**config.mk**
```make
export PLATFORM = sky130hd
export DESIGN_NAME = csr_top
export DESIGN_NICKNAME = d
export VERILOG_FILES = /design/src/csr_pkg.sv /design/src/csr_top.sv /design/src/csr_access.sv /design/src/csr_config_regs.sv /design/src/hpm_counter64.sv
export SDC_FILE = /design/constraint.sdc
export NUM_CORES = 1
export LEC_CHECK = 0
export BUFFER_PORTS_ARGS = -buffer_cell sky130_fd_sc_hd__buf_2
export CAP_MARGIN = 10
export CORE_ASPECT_RATIO = 1.2
export CORE_UTILIZATION = 40
export CTS_CLUSTER_SIZE = 20
export DETAILED_ROUTE_END_ITERATION = 10
export PLACE_DENSITY = 0.67
export SLEW_MARGIN = 5
export SYNTH_ARGS = -nofsm -noshare
export SYNTH_HDL_FRONTEND = slang
export SYNTH_SLANG_ARGS = --single-unit
```
**constraint.sdc**
```tcl
create_clock -name clk -period 2.2 [get_ports clk]
set_input_delay 0.44 -clock clk [delete_from_list [all_inputs] [get_ports clk]]
set_output_delay 0.44 -clock clk [all_outputs]
set_load 0.02 [all_outputs]
```
**src/csr_pkg.sv**
```systemverilog
/* Machine-level CSR unit shared definitions
   Data widths, CSR addresses, access operations and the write command */

`default_nettype none

package csr_pkg;

    // ========================================
    // Widths

    // 12-bit CSR address space
    typedef logic [11:0] csr_addr_t;
    // One CSR data word
    typedef logic [31:0] csr_data_t;
    // Full hardware performance counter
    typedef logic [63:0] count_t;

    // Access operation, same coding as funct3[1:0] of the CSR instructions
    // 2'b00 is unnamed and falls through to a plain write
    typedef enum logic [1:0] {
        CSR_RW = 2'b01,
        CSR_RS = 2'b10,
        CSR_RC = 2'b11
    } csr_op_e;

    // ========================================
    // CSR addresses

    localparam csr_addr_t MCYCLE        = 12'hB00;
    localparam csr_addr_t MCYCLEH       = 12'hB80;
    localparam csr_addr_t MINSTRET      = 12'hB02;
    localparam csr_addr_t MINSTRETH     = 12'hB82;
    localparam csr_addr_t MCOUNTINHIBIT = 12'h320;
    localparam csr_addr_t MSCRATCH      = 12'h340;

    // mcountinhibit bit positions
    localparam int INHIBIT_CY = 0;
    localparam int INHIBIT_IR = 2;
    // Writable bits of mcountinhibit, all others are hardwired zero
    localparam csr_data_t INHIBIT_MASK = csr_data_t'((1 << INHIBIT_CY) | (1 << INHIBIT_IR));

    // Write command fanned out to every register holder
    // Data is already merged for RS/RC
    typedef struct packed {
        logic      en;
        csr_addr_t addr;
        csr_data_t data;
    } csr_wr_t;

endpackage

`default_nettype wire
```
**src/csr_top.sv**
```systemverilog
/* Machine-level CSR unit top
   Sequencer, configuration registers and the two performance counters */

`timescale 1ns/1ps
`default_nettype none

module csr_top
    import csr_pkg::*;
(
    input  wire            clk,
    input  wire            rstz,
    input  wire csr_addr_t addr,
    input  wire csr_op_e   op,
    input  wire csr_data_t wr_data,
    input  wire            rd_req,
    input  wire            wr_req,
    input  wire            instret,
    output csr_data_t      rd_data,
    output logic           gnt
);

    csr_wr_t   wr_cmd;
    count_t    mcycle;
    count_t    minstret;
    logic      cycle_vld;
    logic      instret_vld;
    csr_data_t mcountinhibit;
    csr_data_t mscratch;
    logic      cycle_incr;
    logic      instret_incr;

    // ========================================
    // Access sequencer

    csr_access u_access (
        .clk           (clk),
        .rstz          (rstz),
        .addr          (addr),
        .op            (op),
        .wr_data       (wr_data),
        .rd_req        (rd_req),
        .wr_req        (wr_req),
        .rd_data       (rd_data),
        .gnt           (gnt),
        .wr_cmd        (wr_cmd),
        .mcycle        (mcycle),
        .minstret      (minstret),
        .cycle_vld     (cycle_vld),
        .instret_vld   (instret_vld),
        .mcountinhibit (mcountinhibit),
        .mscratch      (mscratch)
    );

    csr_config_regs u_config (
        .clk           (clk),
        .rstz          (rstz),
        .wr_cmd        (wr_cmd),
        .mcountinhibit (mcountinhibit),
        .mscratch      (mscratch)
    );

    // ========================================
    // Performance counters

    // Inhibit bits gate each increment
    assign cycle_incr   = !mcountinhibit[INHIBIT_CY];
    assign instret_incr = instret && !mcountinhibit[INHIBIT_IR];

    hpm_counter64 u_mcycle (
        .clk       (clk),
        .rstz      (rstz),
        .incr      (cycle_incr),
        .wr_cmd    (wr_cmd),
        .lo_addr   (MCYCLE),
        .hi_addr   (MCYCLEH),
        .count     (mcycle),
        .count_vld (cycle_vld)
    );

    hpm_counter64 u_minstret (
        .clk       (clk),
        .rstz      (rstz),
        .incr      (instret_incr),
        .wr_cmd    (wr_cmd),
        .lo_addr   (MINSTRET),
        .hi_addr   (MINSTRETH),
        .count     (minstret),
        .count_vld (instret_vld)
    );

endmodule

`default_nettype wire

```
**src/csr_access.sv**
```systemverilog
/* CSR access sequencer
   Address decode, read mux, RW/RS/RC merge and grant generation */

`timescale 1ns/1ps
`default_nettype none

module csr_access
    import csr_pkg::*;
(
    input  wire            clk,
    input  wire            rstz,
    // Requester side
    input  wire csr_addr_t addr,
    input  wire csr_op_e   op,
    input  wire csr_data_t wr_data,
    input  wire            rd_req,
    input  wire            wr_req,
    output csr_data_t      rd_data,
    output logic           gnt,
    // Write command to all register holders
    output csr_wr_t        wr_cmd,
    // Counter values and their read-valid flags
    input  wire count_t    mcycle,
    input  wire count_t    minstret,
    input  wire            cycle_vld,
    input  wire            instret_vld,
    // Configuration registers
    input  wire csr_data_t mcountinhibit,
    input  wire csr_data_t mscratch
);

    csr_data_t rd_value;
    csr_data_t wr_merged;
    logic      rd_vld;

    // Any counter with a carry in flight holds off the read
    assign rd_vld = cycle_vld && instret_vld;

    // ========================================
    // Read mux

    always_comb begin
        rd_value = '0;
        case (addr)
            MCYCLE        : rd_value = mcycle[31:0];
            MCYCLEH       : rd_value = mcycle[63:32];
            MINSTRET      : rd_value = minstret[31:0];
            MINSTRETH     : rd_value = minstret[63:32];
            MCOUNTINHIBIT : rd_value = mcountinhibit;
            MSCRATCH      : rd_value = mscratch;
            // Unknown address reads zero
            default       : rd_value = '0;
        endcase
    end

    // ========================================
    // Sequencer

    always_ff @(posedge clk or negedge rstz) begin
        if (!rstz) begin
            rd_data <= '0;
            gnt     <= 1'b0;
        end else if (rd_req) begin
            // Capture every read cycle, grant only once valid
            rd_data <= rd_value;
            gnt     <= rd_vld;
        end else if (wr_req) begin
            // Writes are never held off
            gnt <= 1'b1;
        end else begin
            gnt <= 1'b0;
        end
    end

    // ========================================
    // Write merge

    // Set and clear masks apply to the last read value
    always_comb begin
        case (op)
            CSR_RS  : wr_merged = rd_data | wr_data;
            CSR_RC  : wr_merged = rd_data & ~wr_data;
            default : wr_merged = wr_data;
        endcase
    end

    // Read has priority, so no write goes out beside it
    assign wr_cmd.en   = wr_req && !rd_req;
    assign wr_cmd.addr = addr;
    assign wr_cmd.data = wr_merged;

    // Grant only answers a request from the cycle before
    a_gnt_after_req: assert property (
        @(posedge clk) disable iff (!rstz)
        $rose(gnt) |-> $past(rd_req || wr_req)
    );

endmodule

`default_nettype wire

```
**src/csr_config_regs.sv**
```systemverilog
/* Counter configuration and scratch CSRs
   Holds mcountinhibit and mscratch with their write decode */

`timescale 1ns/1ps
`default_nettype none

module csr_config_regs
    import csr_pkg::*;
(
    input  wire          clk,
    input  wire          rstz,
    input  wire csr_wr_t wr_cmd,
    output csr_data_t    mcountinhibit,
    output csr_data_t    mscratch
);

    logic inhibit_we;
    logic scratch_we;

    // ========================================
    // Write decode

    assign inhibit_we = wr_cmd.en && (wr_cmd.addr == MCOUNTINHIBIT);
    assign scratch_we = wr_cmd.en && (wr_cmd.addr == MSCRATCH);

    // ========================================
    // mcountinhibit

    // Only CY and IR exist here
    // HPM3 and above are not implemented, so their bits stay zero
    always_ff @(posedge clk or negedge rstz) begin
        if (!rstz) begin
            mcountinhibit <= '0;
        end else if (inhibit_we) begin
            mcountinhibit <= wr_cmd.data & INHIBIT_MASK;
        end
    end

    // ========================================
    // mscratch

    // Full 32-bit scratch word for the trap handler
    always_ff @(posedge clk or negedge rstz) begin
        if (!rstz) begin
            mscratch <= '0;
        end else if (scratch_we) begin
            mscratch <= wr_cmd.data;
        end
    end

    // Reserved inhibit bits read zero whatever was written
    a_inhibit_reserved: assert property (
        @(posedge clk) disable iff (!rstz)
        (mcountinhibit & ~INHIBIT_MASK) == '0
    );

endmodule

`default_nettype wire

```
**src/hpm_counter64.sv**
```systemverilog
/* 64-bit hardware performance counter
   Split 32-bit halves with a registered carry and a read-valid flag */

`timescale 1ns/1ps
`default_nettype none

module hpm_counter64
    import csr_pkg::*;
(
    input  wire            clk,
    input  wire            rstz,
    input  wire            incr,
    input  wire csr_wr_t   wr_cmd,
    input  wire csr_addr_t lo_addr,
    input  wire csr_addr_t hi_addr,
    output count_t         count,
    output logic           count_vld
);

    csr_data_t cnt_lo;
    csr_data_t cnt_hi;
    csr_data_t lo_next;
    logic      lo_wrap;
    logic      carry_q;
    logic      load_lo;
    logic      load_hi;

    // ========================================
    // Write decode

    // Each instance matches its own pair of addresses
    assign load_lo = wr_cmd.en && (wr_cmd.addr == lo_addr);
    assign load_hi = wr_cmd.en && (wr_cmd.addr == hi_addr);

    // ========================================
    // Lower half

    // Only this 32-bit adder sits on the critical path
    assign {lo_wrap, lo_next} = {1'b0, cnt_lo} + 33'd1;

    always_ff @(posedge clk or negedge rstz) begin
        if (!rstz) begin
            cnt_lo <= '0;
        end else if (load_lo) begin
            // Load wins over the increment
            cnt_lo <= wr_cmd.data;
        end else if (incr) begin
            cnt_lo <= lo_next;
        end
    end

    // Carry pending for one cycle after a wrap
    always_ff @(posedge clk or negedge rstz) begin
        if (!rstz) begin
            carry_q <= 1'b0;
        end else if (load_lo) begin
            // Fresh low value drops the pending carry
            carry_q <= 1'b0;
        end else begin
            carry_q <= incr && lo_wrap;
        end
    end

    // ========================================
    // Upper half

    always_ff @(posedge clk or negedge rstz) begin
        if (!rstz) begin
            cnt_hi <= '0;
        end else if (load_hi) begin
            cnt_hi <= wr_cmd.data;
        end else if (carry_q) begin
            cnt_hi <= cnt_hi + 32'd1;
        end
    end

    assign count = {cnt_hi, cnt_lo};

    // Upper half is stale while the carry is in flight
    assign count_vld = !carry_q;

    // A carry never stays pending past one edge
    a_vld_single_gap: assert property (
        @(posedge clk) disable iff (!rstz)
        !count_vld |=> count_vld
    );

endmodule

`default_nettype wire

```
==> metrics.txt <==
post-place instance area=roughly 13,000 µm²; Setup violations, final=0; die footprint=just under 30,000 µm²; CP max FO=5; first-pass GRT wire length=~53,000 µm; initial antenna violation count=0; Core Rows=67; Initial DRC Count=764; Wirelength per Cell=18.89 µm; Worst Path Arrival=2.32 ns; Cells after Synth=1,259; drt via density=around 5.7; Final Hold Viols=0; Peak Freq=roughly 500 MHz; post-CTS sizing=0; Routability Congestion=around 0.96; CP Launch Type=flip-flop; die extent in y=186.8 µm; Final Critical Period=2.031 ns; worst hold start=rd_req; Max Slew Vio Count=0; CTS Buf Count=17; clock skew=~0.0094 ns; top_reg_cell synth=dfrtp_1; FF+latch area=around 4900 µm²; Max Buffers Root-to-Sink=2; Fillers=around 2,600; Ports=84; Initial Util=around two fifths; # port buffers=83; post-route insts no fill=around 1,800; drt first pass iters=5; setup ws final=0.1693 ns; cell count after placement=roughly 1,700; worst-path cell with the longest stage delay=dfrtp_1; Required @ worst endpoint=2.49 ns; Clock Latency Late Sink=roughly 0.44 ns; maxcap violations=0; DRC Markers=0; maximum VDD drop=approximately 0.00052 V; cts hold-fix bufs=1; Final nets=about 1,400; outcome=finished clean; Worst Path Class, Setup=flip-flop to flip-flop; EDFF count, synth=0; static leakage power=~0.0054 µW; Area Growth Syn to Fin=18.59%; Post-Layout Inst Area=13,500 µm²; Slew HR=56.50%; critical path capture point type=flip-flop; Core Area=27,920 µm²; crit share post-route=between 90% and 100%; CP peak stage delay=0.47 ns; Worst-Margin Slew=0.6525 ns; Ys Warns=0; pre-CTS WS=about 0.056 ns; share of flip-flops with an asynchronous set or reset=100.0%; Pwr Density=641.2 nW/µm²; synthesized net count=1,314; proportion of layout cells with a drive suffix above 1=a little under a fifth; Post-Route WL=~33,000 µm; largest net degree at the start of global routing=64; Reg clk slew, reported paths=about 0.080 ns; TritonCTS clock tree=built; clk sink count=between 150 and 200; Tot GR Track Use=23.78%; vias in the first global route=roughly 9,600; ANT nets after route=0; Synth cell types=just under 50; Seq/Total Area, Yosys=43.31%; worst hold path type=primary input to flip-flop; RSZ-0062 raised after global routing=false; Die Width=~160 µm; setup TNS=0 ns; overflow left after global routing=0; Critical Path Start=u_mcycle.cnt_lo[5]; critical path, cell by cell=nand4_1 > buf_4 > nor4_4 > nand3_1 > nor3_1; ANT cells=0; post-synthesis cell area=between 10,000 and 15,000 µm²; Mean Syn Cell Area=9.042 µm²; # Post-CTS Setup Buffers=0; footprint of the multi-input gates=~6100 µm²; H-Tree Level Count=4; Design Power=approximately 8700 µW; Vias=roughly 10,000; Reg-to-Reg Start=u_mcycle.cnt_lo[5]; Root Driver=clkbuf_16; hpwl dp=~25,000 µm; Yosys reg bits=197
cells in the final DEF, fill, tap and decap left out, types with 4 or more instances in the layout:
master	instances
xnor2_1	53
clkbuf_16	17
and2_1	6
inv_6	4
a22oi_1	32
and4_1	13
buf_4	78
a311oi_1	21
a21oi_1	84
buf_2	82
nor4_1	15
nand4_1	56
nor2b_1	7
o21ai_0	19
dfrtp_1	197
nand3_1	46
and3_1	22
mux2i_1	16
xor2_1	70
nor3_1	14
nor4_2	5
inv_8	5
nor2_1	120
buf_12	16
mux4_2	11
a211oi_1	4
inv_1	10
mux2_2	26
nand2_1	194
mux2_1	17
ha_1	4
o21ai_1	83
layer usage:
metal  vias to the layer above  wire length, µm  GRT usage (%)
li1                       4729                -              -
met4                         0             1288          10.22
met1                      4912            13300          29.33
met5                         -                0              0
met3                        74             1622          3.112
met2                       305            17270          41.31
report_power, final:
part | switching [µW] | internal, µW | total, µW
sequential | 211 | 3790 | 4000
clock | 1580 | 1640 | 3220
combinational | 828 | 606 | 1430
total | 2620 | 6040 | 8660
kinds of logic (layout without fill, tap and decap cells):
family | count (synthesis) | in the layout | synth area share [%]
buf+inv | 86 | 220 | 3.330
mux | 70 | 70 | 7.837
xor+xnor | 123 | 123 | 9.464
flops | 197 | 197 | 43.31
simple gates | 528 | 528 | 22.94
compound gates | 251 | 251 | 12.68
fa+ha+maj | 4 | 4 | 0.4397
critical path, delay by kind of cell, from the launching register on:
| kind | cells | cell delay (ns) |
|---|---|---|
| simple gates | 4 | 1.23 |
| flops | 1 | 0.47 |
| buf+inv | 1 | 0.18 |
cell usage after synthesis (all sizes together) (11+ instances only):
cell / instances / area share, %
xor2: 70 / 5.4
dfrtp: 197 / 43
mux4: 11 / 2.2
a311oi: 21 / 1.6
nand2: 195 / 6.4
clkbuf: 48 / 1.6
mux2i: 16 / 1.4
nor2: 120 / 4.0
nand4: 58 / 3.3
nor4: 23 / 1.9
o21ai: 102 / 4.5
nor3: 19 / 1.0
a21oi: 84 / 3.7
and4: 13 / 1.0
xnor2: 53 / 4.1
buf: 28 / 1.4
and3: 22 / 1.2
mux2: 43 / 4.3
a22oi: 32 / 2.1
nand3: 46 / 2.0
worst paths after layout:
kind,endpoint,slack (ns),cells past startpoint
worst max-delay path,u_mcycle.carry_q,0.17,5
worst min-delay path,u_access.gnt,0.29,2
worst max register to register,u_mcycle.carry_q,0.17,5
worst min register to register,u_config.mscratch[8],0.49,2
max in group asynchronous,u_config.mscratch[26],0.97,3
min in group asynchronous,u_minstret.cnt_lo[0],0.53,2
flip-flops by register name, summed over array words and instances, names as in the netlist:
register	cells
u_config.mcountinhibit	2
u_config.mscratch	32
u_minstret.cnt_lo	32
u_minstret.cnt_hi	32
u_access.rd_data	32
u_mcycle.cnt_hi	32
u_mcycle.cnt_lo	32
u_access.gnt	1
u_mcycle.carry_q	1
u_minstret.carry_q	1
cell type report:
cell class                      count  area share (%)
Multi-Input combinational cell    976           45.28
Sequential cell                   197           36.52
Timing Repair Buffer              178           9.927
Tap cell                          379           3.513
Clock buffer                       17           3.151
Clock inverter                     15           1.335
Inverter                           10          0.2781
per-stage QoR:
stage / utilization (%) / hold WS (ns)
5_1_grt: 48.36 / 0.2964
6_report: 48.36 / 0.2906
3_3_place_gp: 46.15 / 0.4370
3_5_place_dp: 46.15 / 0.4347
2_1_floorplan: - / 0.1444
4_1_cts: 48.36 / 0.2803
Power figures use the tool's default switching activity.
